**src/rtl/lshape_defs.svh**
```systemverilog
`ifndef LSHAPE_DEFS_SVH
`define LSHAPE_DEFS_SVH

// ****************************************
// payload widths
// ****************************************

`define LS_SIDE_W     8   // side payload carried through the pipe
`define LS_UNSTALL_W  8   // payload presented by the outside at pipe exit
`define LS_ENTRY_W    (`LS_SIDE_W + `LS_UNSTALL_W)

// ****************************************
// pipeline and FIFO sizing
// ****************************************

`define LS_DEPTH      4   // cycles from acceptance to FIFO write

// in-flight count spans 0 to LS_DEPTH
`define LS_OCC_W      ($clog2(`LS_DEPTH + 1))

`define LS_FIFO_K     3   // address bits
`define LS_FIFO_DEPTH (1 << `LS_FIFO_K)

`endif

```
**src/rtl/stream_pkg.sv**
```systemverilog
`default_nettype none

`include "lshape_defs.svh"

// data types that travel through the join
package stream_pkg;

  // enters at the top of the pipe, leaves LS_DEPTH cycles later
  typedef logic [`LS_SIDE_W-1:0] side_t;

  // cannot be stalled, only sampled at pipe exit
  typedef logic [`LS_UNSTALL_W-1:0] unstall_t;

  // one FIFO word
  // side sits in the upper bits, unstall in the lower bits
  typedef struct packed {
    side_t    side;
    unstall_t unstall;
  } entry_t;

endpackage

`default_nettype wire

```
**src/rtl/flow_pkg.sv**
```systemverilog
`default_nettype none

`include "lshape_defs.svh"

// counters used for flow control between the pipe and the FIFO
package flow_pkg;

  // items in flight inside the pipe, 0 to LS_DEPTH
  typedef logic [`LS_OCC_W-1:0] occ_t;

  // FIFO pointers with wrap bit, also the free-slot count
  // one extra bit so that a completely empty FIFO reads as LS_FIFO_DEPTH
  typedef logic [`LS_FIFO_K:0] fill_t;

endpackage

`default_nettype wire

```
**src/rtl/delay_line.sv**
```systemverilog
`timescale 1ns/10ps
`default_nettype none

// fixed length shift register for payloads
// no valid bit here, the owner tracks which outputs count
module delay_line #(
  parameter type payload_t = logic [7:0],
  parameter int  LEN       = 4
) (
  input  logic     clk,
  input  logic     rst,
  input  payload_t din,
  output payload_t dout
);

  payload_t stage [LEN];

  if (LEN < 1) begin : g_len_check
    $error("delay_line needs at least one stage");
  end

  // ****************************************
  // shift every cycle
  // ****************************************

  always_ff @(posedge clk, posedge rst) begin
    if (rst) begin
      for (int i = 0; i < LEN; i++) begin
        stage[i] <= '0;
      end
    end else begin
      stage[0] <= din;
      for (int i = 1; i < LEN; i++) begin
        stage[i] <= stage[i-1];  // oldest at the high index
      end
    end
  end

  assign dout = stage[LEN-1];

endmodule

`default_nettype wire

```
**src/rtl/valid_stall_pipe.sv**
```systemverilog
`timescale 1ns/10ps
`default_nettype none

`include "lshape_defs.svh"

// fixed latency valid/stall pipe
// stalls the producer once every free FIFO slot is claimed by an item in flight
module valid_stall_pipe
  import stream_pkg::*, flow_pkg::*;
(
  input  logic  clk,
  input  logic  rst,

  // producer side
  input  logic  us_valid,
  input  side_t us_side_data,
  output logic  us_stall,

  // toward the FIFO
  output logic  pipe_valid,
  output side_t pipe_side,

  // credit returned by the FIFO
  input  fill_t free_slots
);

  logic                 accept;
  logic [`LS_DEPTH-1:0] vld_sr;  // bit 0 newest
  occ_t                 occ;

  if (`LS_DEPTH < 2) begin : g_depth_check
    $error("valid chain needs LS_DEPTH of at least 2");
  end

  if ((1 << $bits(occ_t)) <= `LS_DEPTH) begin : g_occ_check
    $error("occ_t too narrow for LS_DEPTH");
  end

  // ****************************************
  // credit check
  // ****************************************

  // every item in flight already owns a slot
  // only accept when one more is still free
  assign us_stall = (fill_t'(occ) >= free_slots);
  assign accept   = us_valid & ~us_stall;

  // ****************************************
  // valid chain and in-flight count
  // ****************************************

  always_ff @(posedge clk, posedge rst) begin
    if (rst) begin
      vld_sr <= '0;
      occ    <= '0;
    end else begin
      vld_sr <= {vld_sr[`LS_DEPTH-2:0], accept};

      case ({accept, pipe_valid})
        2'b10:   occ <= occ + occ_t'(1);  // entry only
        2'b01:   occ <= occ - occ_t'(1);  // exit only
        default: occ <= occ;              // none, or one in and one out
      endcase
    end
  end

  assign pipe_valid = vld_sr[`LS_DEPTH-1];

  // ****************************************
  // side payload
  // ****************************************

  delay_line #(
    .payload_t (side_t),
    .LEN       (`LS_DEPTH)
  ) u_side_dl (
    .clk,
    .rst,
    .din  (us_side_data),
    .dout (pipe_side)
  );

  // ****************************************
  // checks
  // ****************************************

  // the chain holds LS_DEPTH bits, so the count can never go past that
  a_occ_bound: assert property (
    @(posedge clk) disable iff (rst)
    occ <= occ_t'(`LS_DEPTH)
  ) else $error("pipe occupancy %0d above depth", occ);

  // counter and valid chain must agree on the number of items in flight
  a_occ_match: assert property (
    @(posedge clk) disable iff (rst)
    int'(occ) == $countones(vld_sr)
  ) else $error("occupancy %0d does not match valid chain", occ);

endmodule

`default_nettype wire

```
**src/rtl/credit_fifo.sv**
```systemverilog
`timescale 1ns/10ps
`default_nettype none

// first word fall through FIFO, 2**K entries
// reports its free slots so that the writer can reserve space ahead of time
module credit_fifo
  import flow_pkg::*;
#(
  parameter type word_t = logic [15:0],
  parameter int  K      = 3
) (
  input  logic  clk,
  input  logic  rst,

  // write side
  input  logic  wr,
  input  word_t wdata,

  // read side
  input  logic  rd,
  output word_t rdata,
  output logic  empty,

  // credit
  output fill_t free_slots
);

  localparam int DEPTH = 1 << K;

  word_t mem [DEPTH];
  fill_t wr_ptr;  // top bit is the wrap bit
  fill_t rd_ptr;
  logic  full;
  logic  do_wr;
  logic  do_rd;

  if (K < 1) begin : g_k_check
    $error("credit_fifo needs K of at least 1");
  end

  if ($bits(fill_t) != K + 1) begin : g_fill_check
    $error("fill_t must be K+1 bits wide");
  end

  // ****************************************
  // status
  // ****************************************

  // same index, wrap bits equal means empty, different means full
  assign empty = (wr_ptr == rd_ptr);
  assign full  = (wr_ptr == {~rd_ptr[K], rd_ptr[K-1:0]});

  assign do_wr = wr & ~full;
  assign do_rd = rd & ~empty;

  // ****************************************
  // storage
  // ****************************************

  always_ff @(posedge clk) begin
    if (do_wr) begin
      mem[wr_ptr[K-1:0]] <= wdata;
    end
  end

  assign rdata = mem[rd_ptr[K-1:0]];  // head, valid while empty is low

  // ****************************************
  // pointers and free count
  // ****************************************

  always_ff @(posedge clk, posedge rst) begin
    if (rst) begin
      wr_ptr <= '0;
      rd_ptr <= '0;
    end else begin
      if (do_wr) wr_ptr <= wr_ptr + fill_t'(1);
      if (do_rd) rd_ptr <= rd_ptr + fill_t'(1);
    end
  end

  always_ff @(posedge clk, posedge rst) begin
    if (rst) begin
      free_slots <= fill_t'(DEPTH);
    end else begin
      case ({do_wr, do_rd})
        2'b10:   free_slots <= free_slots - fill_t'(1);
        2'b01:   free_slots <= free_slots + fill_t'(1);
        default: free_slots <= free_slots;  // idle or read with write
      endcase
    end
  end

  // ****************************************
  // checks
  // ****************************************

  // the writer reserves a slot before it commits, so a full FIFO never sees wr
  a_no_wr_full: assert property (
    @(posedge clk) disable iff (rst)
    !(wr && full)
  ) else $error("write into full FIFO");

  a_free_bound: assert property (
    @(posedge clk) disable iff (rst)
    free_slots <= fill_t'(DEPTH)
  ) else $error("free_slots %0d above depth", free_slots);

endmodule

`default_nettype wire

```
**src/rtl/lshape.sv**
```systemverilog
`timescale 1ns/10ps
`default_nettype none

`include "lshape_defs.svh"

// L-shaped join
// side data goes down the pipe, unstall data joins it at the exit,
// and the pair lands in a FIFO read by the consumer
module lshape
  import stream_pkg::*, flow_pkg::*;
(
  input  logic     clk,
  input  logic     rst,

  // producer, valid/stall
  input  logic     us_valid,
  input  side_t    us_side_data,
  output logic     us_stall,

  // sampled in the cycle an item leaves the pipe
  input  unstall_t us_unstall_data,

  // consumer
  input  logic     rdreq,
  output logic     empty,
  output entry_t   ds_data
);

  logic   pipe_valid;
  side_t  pipe_side;
  fill_t  free_slots;
  entry_t wr_entry;

  if ($bits(entry_t) != `LS_ENTRY_W) begin : g_entry_check
    $error("entry_t width does not match LS_ENTRY_W");
  end

  valid_stall_pipe u_pipe (
    .clk,
    .rst,
    .us_valid,
    .us_side_data,
    .us_stall,
    .pipe_valid,
    .pipe_side,
    .free_slots
  );

  // join point, unstall value of this very cycle
  assign wr_entry.side    = pipe_side;
  assign wr_entry.unstall = us_unstall_data;

  credit_fifo #(
    .word_t (entry_t),
    .K      (`LS_FIFO_K)
  ) u_fifo (
    .clk,
    .rst,
    .wr         (pipe_valid),
    .wdata      (wr_entry),
    .rd         (rdreq),
    .rdata      (ds_data),
    .empty,
    .free_slots
  );

endmodule

`default_nettype wire

```
**config.mk**
```make
export PLATFORM = sky130hd
export DESIGN_NAME = lshape
export DESIGN_NICKNAME = d
export VERILOG_FILES = /design/src/rtl/stream_pkg.sv /design/src/rtl/flow_pkg.sv /design/src/rtl/delay_line.sv /design/src/rtl/valid_stall_pipe.sv /design/src/rtl/credit_fifo.sv /design/src/rtl/lshape.sv
export VERILOG_INCLUDE_DIRS = /design/src /design/src/rtl
export SDC_FILE = /design/constraint.sdc
export NUM_CORES = 1
export LEC_CHECK = 0
export BUFFER_PORTS_ARGS = -buffer_cell sky130_fd_sc_hd__buf_2
export CORE_MARGIN = 4
export CORE_UTILIZATION = 40
export DETAILED_ROUTE_END_ITERATION = 12
export GPL_ROUTABILITY_DRIVEN = 0
export HOLD_SLACK_MARGIN = 0.08
export PLACE_DENSITY = 0.52
export SYNTH_ARGS = -nofsm -noshare
export SYNTH_HDL_FRONTEND = slang
export SYNTH_SLANG_ARGS = --single-unit
```
**constraint.sdc**
```tcl
create_clock -name clk -period 4.36 [get_ports clk]
set_input_delay 0.654 -clock clk [delete_from_list [all_inputs] [get_ports clk]]
set_output_delay 0.654 -clock clk [all_outputs]
set_load 0.01 [all_outputs]
```
==> results of run 1 <==
==> layer usage <==
metal  routed length (um)  GRT usage  vias up
met1                 5520      0.170     1607
li1                     -          -     1428
met4                  163     0.0510        0
met5                    0          0        -
met3                  350     0.0328       14
met2                 5890      0.211       52
==> cell usage after synthesis (all sizes together) (3+ instances only) <==
| library cell | instances |
|---|---|
| mux4 | 32 |
| clkbuf | 3 |
| xor2 | 4 |
| mux2 | 19 |
| buf | 11 |
| inv | 9 |
| o21ai | 4 |
| nand4 | 3 |
| nor4 | 4 |
| nor2 | 7 |
| nand2 | 10 |
| xnor2 | 9 |
| dfrtp | 50 |
| nor3 | 4 |
| edfxtp | 128 |
| ha | 9 |
==> flip-flops by register name, indices dropped and copies added, names as in the netlist <==
name and flops:
u_pipe.u_side_dl.dout 8, u_fifo.mem 128, u_pipe.occ 3, u_fifo.rd_ptr 4, u_pipe.vld_sr 4, u_pipe.u_side_dl.stage 24
u_fifo.wr_ptr 4, u_fifo.free_slots 4
==> logic make-up (layout without fill, tap and decap cells) <==
kind of cell    Yosys count  count (layout)  synth area share
buf+inv                  23              93            0.0179
simple gates             34              34            0.0250
mux                      51              51             0.154
flops                   179             179             0.748
compound gates           16              16            0.0166
fa+ha+maj                11              11            0.0223
xor+xnor                 13              13            0.0166
==> worst max-delay path: cells and delay by family, from the launching register on <==
family	cells	cell delay (ps)
flops	1	510
simple gates	1	210
fa+ha+maj	2	490
xor+xnor	1	300
compound gates	5	1260
buf+inv	2	230
==> cell type report <==
| class | instances | area, um^2 | share of cell area |
|---|---|---|---|
| well taps | 220 | 275 | 0.0344 |
| clock buffers | 26 | 532 | 0.0665 |
| flip-flops and latches | 179 | 5120 | 0.640 |
| clock inverters | 6 | 90.1 | 0.0113 |
| repair buffers | 52 | 298 | 0.0372 |
| inverters | 9 | 33.8 | 0.00422 |
| multi-input cells | 125 | 1650 | 0.206 |
==> cells in the final DEF, fill, tap and decap left out, types with 2 or more instances in the layout <==
master and count:
ha_1 9, o311ai_0 2, mux2_2 19, bufinv_16 2, buf_4 15, xor2_1 4
edfxtp_1 128, nand2_1 10, nand4_1 3, a21o_1 2, inv_1 8, clkbuf_1 4
nand2b_1 2, a21oi_1 2, nor3_2 3, mux4_1 32, o21ai_0 3, buf_2 37
nor2_1 7, dfrtp_1 50, nor4_2 3, clkbuf_8 3, xnor2_1 9, fa_1 2
clkbuf_16 19
==> per-stage QoR <==
step | instance area [um^2] | total power [mW] | utilization | hold WS (ps) | std cells
floorplan | 6850 | 3.51 | - | 331 | 327
global placement | 7370 | 3.99 | 0.442 | 331 | 585
detailed placement | 7370 | 4.03 | 0.442 | 335 | 585
CTS | 8000 | 5.62 | 0.479 | 317 | 617
global route | 8000 | 5.85 | 0.479 | 323 | 617
finish | 8000 | 5.52 | 0.479 | 338 | 617
==> worst min path at each step <==
stage / end / slack, ps / start / depth (start not counted)
global placement: u_pipe.u_side_dl.stage[8] / 330 / u_pipe.u_side_dl.stage[16] / 0
finish: u_pipe.u_side_dl.stage[29] / 340 / us_side_data[5] / 1
CTS: u_pipe.u_side_dl.stage[29] / 320 / us_side_data[5] / 1
global route: u_pipe.u_side_dl.stage[25] / 320 / us_side_data[1] / 1
floorplan: u_pipe.u_side_dl.dout[0] / 330 / u_pipe.u_side_dl.stage[8] / 0
detailed placement: u_pipe.u_side_dl.stage[14] / 330 / u_pipe.u_side_dl.stage[22] / 0
==> power breakdown <==
group | total [mW] | switching [mW] | internal, mW
Combinational | 1.66 | 0.871 | 0.791
Clock | 1.57 | 0.607 | 0.962
Sequential | 2.29 | 0.151 | 2.14
==> summary.md, run 1 <==
| Metric | Value |
|---|---|
| Outcome | `finished, final reports clean` |
| Drt wl/cell | `19.3 um` |
| Root Driver | `clkbuf_16` |
| Setup CP Type | `flip-flop to flip-flop` |
| Reg2reg setup slack | `1290 ps` |
| DR pass1 iterations | `4` |
| Slew Viols, Final | `0` |
| Critical Path Start | `u_fifo.wr_ptr[2]` |
| Worst hold path class | `input pin to flip-flop` |
| H-tree depth | `4` |
| Largest net degree at the start of global routing | `52` |
| Layout overhead on the synthesized area | `16.7%` |
| Die ar. | `19300 um^2` |
| Global-route wire length before repair | `18.8 mm` |
| Ys Warns | `0` |
| Initial antenna violation count | `0` |
| Rel. slew slack | `0.287` |
| Drt first-iter violations | `103` |
| Antenna-violating nets left | `0` |
| Post-CTS Repair Setup Buffers | `0` |
| Layout cells sized above 1 | `0.277` |
| Period utilisation layout | `0.703` |
| Tmin final | `3070 ps` |
| Crit-path max FO | `8` |
| Initial core utilization | `0.410` |
| Worst setup EP type | `flip-flop` |
| Clock Skew | `6.16 ps` |
| Finish-stage setup viols | `0` |
| CTS Buffer Depth | `2` |
| Resized cells post-CTS | `0` |
| Synth cell types | `35` |
| Cells after Synth | `327` |
| Synth top area share | `0.561` |
| Max-Cap Viols | `0` |
| P per Cell Area | `690 nW/um^2` |
| Die Width | `139 um` |
| # fillers | `1390` |
| Avg Vias per Cell | `5.03` |
| Worst VDD drop | `327 uV` |
| Leakage | `2.96 nW` |
| Worst EP required | `4710 ps` |
| Number of port buffers | `37` |
| CTS sink count | `179` |
| Seq cells post-synth | `179` |
| Vias in the first global route | `3284` |
| Synth top area cells | `edfxtp_1 (56%), dfrtp_1 (18%), mux4_1 (12%)` |
| Setup repair after global routing missed its margin | `no` |
| Fraction of registers with async set/reset | `0.285` |
| Clk slew on worst S/H paths | `60 ps` |
| Clock Latency Late Sink | `420 ps` |
| Crit Reg-Reg Endpoint | `u_fifo.free_slots[3]` |
| Ant diodes | `0` |
| Critical Path Sink | `u_fifo.free_slots[3]` |
| Detailed Route WL | `11.9 mm` |
| Core area | `16700 um^2` |
| Setup TNS | `0 ps` |
| Slowest stage delay, CP | `510 ps` |
| Startpoint types | `flip-flop` |
| # DRC | `0` |
| Post-synth EDFFs | `128` |
| Worst Path Arrival | `3410 ps` |
| All-Layer GR Usage | `0.130` |
| Syn_nets | `358` |
| HPWL reported at the end of detailed placement | `7.00 mm` |
| Place WS | `1340 ps` |
| FP Rows | `47` |
| Hold Buf Count CTS | `0` |
| Most used DFF post-synth | `edfxtp_1` |
| Worst r2r src | `u_fifo.wr_ptr[2]` |
| Sequential element share of the synthesized area | `0.748` |
| Cell area after synthesis | `6850 um^2` |
| Crit path cell chain | `xnor2_1 -> nand3_2 -> o21ai_2 -> inv_1 -> ha_1 -> inv_1 -> ha_1 -> a21o_1 -> a2111oi_0 -> a31oi_1 -> a221o_1` |
| GR Overflow Total | `0` |
| Fmax | `326 MHz` |
| Num CTS Buffers | `17` |
| Final worst slack | `1290 ps` |
| Final Hold Fails | `0` |
| Die extent in y | `139 um` |
| TritonCTS clock tree | `built` |
| DR vias | `3101` |
| Largest area contributor in the synthesized netlist | `edfxtp_1` |
| Slowest CP cell | `dfrtp_1` |
| Io pins | `38` |
| Syn Area/Cell | `20.9 um^2` |
| Reg2Reg Depth | `11` |
| Worst-margin pin slew | `1070 ps` |
| Nets@finish | `415` |
Power figures use the tool's default switching activity.
==> run 2: changes to the inputs <==
==> constraint.sdc (replaced) <==
create_clock -name clk -period 3.05 [get_ports clk]
set_input_delay 0.4575 -clock clk [delete_from_list [all_inputs] [get_ports clk]]
set_output_delay 0.4575 -clock clk [all_outputs]
set_load 0.01 [all_outputs]
==> run 2 against run 1 <==
Against the previous run:
- sequential share of layout area shrank 0.33 points
- clock skew about the same
- critical endpoint is now ds_data[14]
- critical path depth fell by 7
- utilization up 0.25 points
- global-route usage is 0.052 points higher
==> summary.md, run 2 (synthesis gave the netlist of run 1 again) <==
| Metric | Value |
|---|---|
| Antenna-violating nets left | `0 (unchanged)` |
| WHS Path Cells | `1 (unchanged)` |
| Largest net degree at the start of global routing | `36 (was 52)` |
| Die ar. | `19300 um^2 (unchanged)` |
| Tmin final | `2880 ps` |
| Slew Viols, Final | `0 (unchanged)` |
| Avg Vias per Cell | `5.06 (was 5.03)` |
| Drt first-iter violations | `117 (was 103)` |
| Worst setup EP type | `output port (was flip-flop)` |
| Number of port buffers | `37 (unchanged)` |
| Leakage | `2.97 nW (was 2.96 nW)` |
| Num CTS Buffers | `17 (unchanged)` |
| Fmax | `347 MHz` |
| # DRC | `0 (unchanged)` |
| Die extent in y | `139 um (unchanged)` |
| Detailed Route WL | `11.9 mm (about the same)` |
| Worst hold path class | `input pin to flip-flop (unchanged)` |
| Finish-stage setup viols | `0 (unchanged)` |
| Pwr Total | `7.86 mW (was 5.52 mW)` |
| HPWL reported at the end of detailed placement | `6.97 mm (was 7.00 mm)` |
| H-tree depth | `4 (unchanged)` |
| Clk slew on worst S/H paths | `60 ps (about the same)` |
| DR pass1 iterations | `4 (unchanged)` |
| Clock Skew | `6.63 ps (was 6.16 ps)` |
| CTS sink count | `179 (unchanged)` |
| GR Overflow Total | `0 (unchanged)` |
| Commonest non-fill, non-tap cell in the layout | `edfxtp_1 (unchanged)` |
| Io pins | `38 (unchanged)` |
| WHS Endpoint | `u_pipe.u_side_dl.stage[25] (was u_pipe.u_side_dl.stage[29])` |
| Outcome | `finished, final reports clean (unchanged)` |
| Nets@finish | `426 (was 415)` |
| Vias in the first global route | `3408 (was 3284)` |
| Rel. slew slack | `0.340 (was 0.287)` |
| DR vias | `3180 (was 3101)` |
| Worst-margin pin slew | `985 ps (was 1070 ps)` |
| Core area | `16700 um^2 (unchanged)` |
| Setup TNS | `0 ps (unchanged)` |
| Worst VDD drop | `460 uV (was 327 uV)` |
| Layout cells sized above 1 | `0.292 (was 0.277)` |
| Most frequent cells in the layout | `edfxtp_1 (128), dfrtp_1 (50), buf_2 (37), mux4_1 (32), buf_4 (25) (was edfxtp_1 (128), dfrtp_1 (50), buf_2 (37), mux4_1 (32))` |
| Cell family with most CP delay | `multiplexers (was compound AO/OA/AOI/OAI gates)` |
| Slowest CP cell | `mux4_1 (was dfrtp_1)` |
| Ant diodes | `0 (unchanged)` |
| Global-route wire length before repair | `19.0 mm (was 18.8 mm)` |
| Setup CP Type | `flip-flop to output port (was flip-flop to flip-flop)` |
| Clock Latency Late Sink | `420 ps (about the same)` |
| Initial antenna violation count | `0 (unchanged)` |
| Startpoint types | `flip-flop (unchanged)` |
| Worst Path Arrival | `2430 ps (was 3410 ps)` |
| Crit Reg-Reg Endpoint | `u_fifo.free_slots[3] (unchanged)` |
| Slowest stage delay, CP | `630 ps (was 510 ps)` |
| Final Hold Fails | `0 (unchanged)` |
| Worst r2r src | `u_fifo.wr_ptr[2] (unchanged)` |
| TritonCTS clock tree | `built (unchanged)` |
| Initial core utilization | `0.410 (unchanged)` |
| CTS Buffer Depth | `2 (unchanged)` |
| Max reg flops | `128 (unchanged)` |
| Max-Cap Viols | `0 (unchanged)` |
| All-Layer GR Usage | `0.131 (was 0.130)` |
| WP buf/inv | `2 (unchanged)` |
| Hold Path Origin | `us_side_data[1] (was us_side_data[5])` |
| Setup repair after global routing missed its margin | `no (unchanged)` |
| Layout overhead on the synthesized area | `17.3% (was 16.7%)` |
| Period utilisation layout | `0.945` |
| FP Rows | `47 (unchanged)` |
| Die Width | `139 um (unchanged)` |
| Crit path cell chain | `buf_4 -> mux4_1 -> mux2_2 -> buf_2 (was xnor2_1 -> nand3_2 -> o21ai_2 -> inv_1 -> ha_1 -> inv_1 -> ha_1 -> a21o_1 -> a2111oi_0 -> a31oi_1 -> a221o_1)` |
| Root Driver | `clkbuf_16 (unchanged)` |
| Drt wl/cell | `18.9 um (was 19.3 um)` |
| P per Cell Area | `977 nW/um^2 (was 690 nW/um^2)` |
| Fin Hold WS | `134 ps (was 338 ps)` |
| Critical Path Start | `u_fifo.rd_ptr[0] (was u_fifo.wr_ptr[2])` |
| Crit-path max FO | `35 (was 8)` |
| Reg2Reg Depth | `11 (unchanged)` |
| Reg2reg setup slack | `240 ps (was 1290 ps)` |
| Worst EP required | `2590 ps (was 4710 ps)` |
[run 2: worst max path at each step]
stage	endpoint	slack (ps)	cells past startpoint
final	ds_data[14]	170	4
after global routing	u_fifo.free_slots[3]	60	11
after CTS	ds_data[14]	120	4
after detailed placement	u_fifo.free_slots[3]	190	11
after global placement	u_fifo.free_slots[3]	250	11
after floorplan	u_fifo.mem[0][0]	80	5
[run 2: timing repair]
item	in CTS	in global routing
hold buffers	1	0
hold endpoints to repair	10	0
endpoints found under the setup margin	0	1
buffers inserted	0	2
resized for setup	0	1
[run 2: worst reg2reg max path, stage by stage, from the launching register on]
cell and delay [ps]:
dfrtp_1 390, xnor2_1 250, nand3_2 160, o21ai_2 220
inv_1 70, ha_1 230, inv_1 160, ha_1 260
a21o_1 210, a2111oi_1 390, a31oi_1 80, a221o_1 320
[run 2: cell type report]
| type | instances | area (um^2) |
|---|---|---|
| fill | 1413 | 8660 |
| clock buffer | 20 | 437 |
| sequential | 179 | 5120 |
| timing repair buffer | 63 | 383 |
| multi-input combinational | 125 | 1660 |
| tap | 220 | 275 |
| clock inverter | 12 | 131 |
| inverter | 9 | 33.8 |
[run 2: metrics by stage]
step / cell area, um^2 / worst slack (ps) / utilization / std cells
6_report: 8040 / 167 / 0.481 / 628
2_1_floorplan: 6860 / 80.0 / - / 327
4_1_cts: 8020 / 119 / 0.480 / 626
5_1_grt: 8040 / 57.0 / 0.481 / 628
3_5_place_dp: 7440 / 193 / 0.446 / 593
3_3_place_gp: 7440 / 246 / 0.446 / 593
[run 2: per-layer routing]
| layer | GRT usage | part of all wire | up-vias |
|---|---|---|---|
| met2 | 0.205 | 0.47 | 54 |
| li1 | - | - | 1459 |
| met1 | 0.173 | 0.47 | 1645 |
| met4 | 0.0499 | 0.022 | 0 |
| met5 | 0 | 0 | - |
| met3 | 0.0386 | 0.034 | 22 |
[run 2: power by group]
| group | switching, mW | internal, mW |
|---|---|---|
| sequential | 0.165 | 3.06 |
| combinational | 1.34 | 1.21 |
| clock | 0.883 | 1.21 |
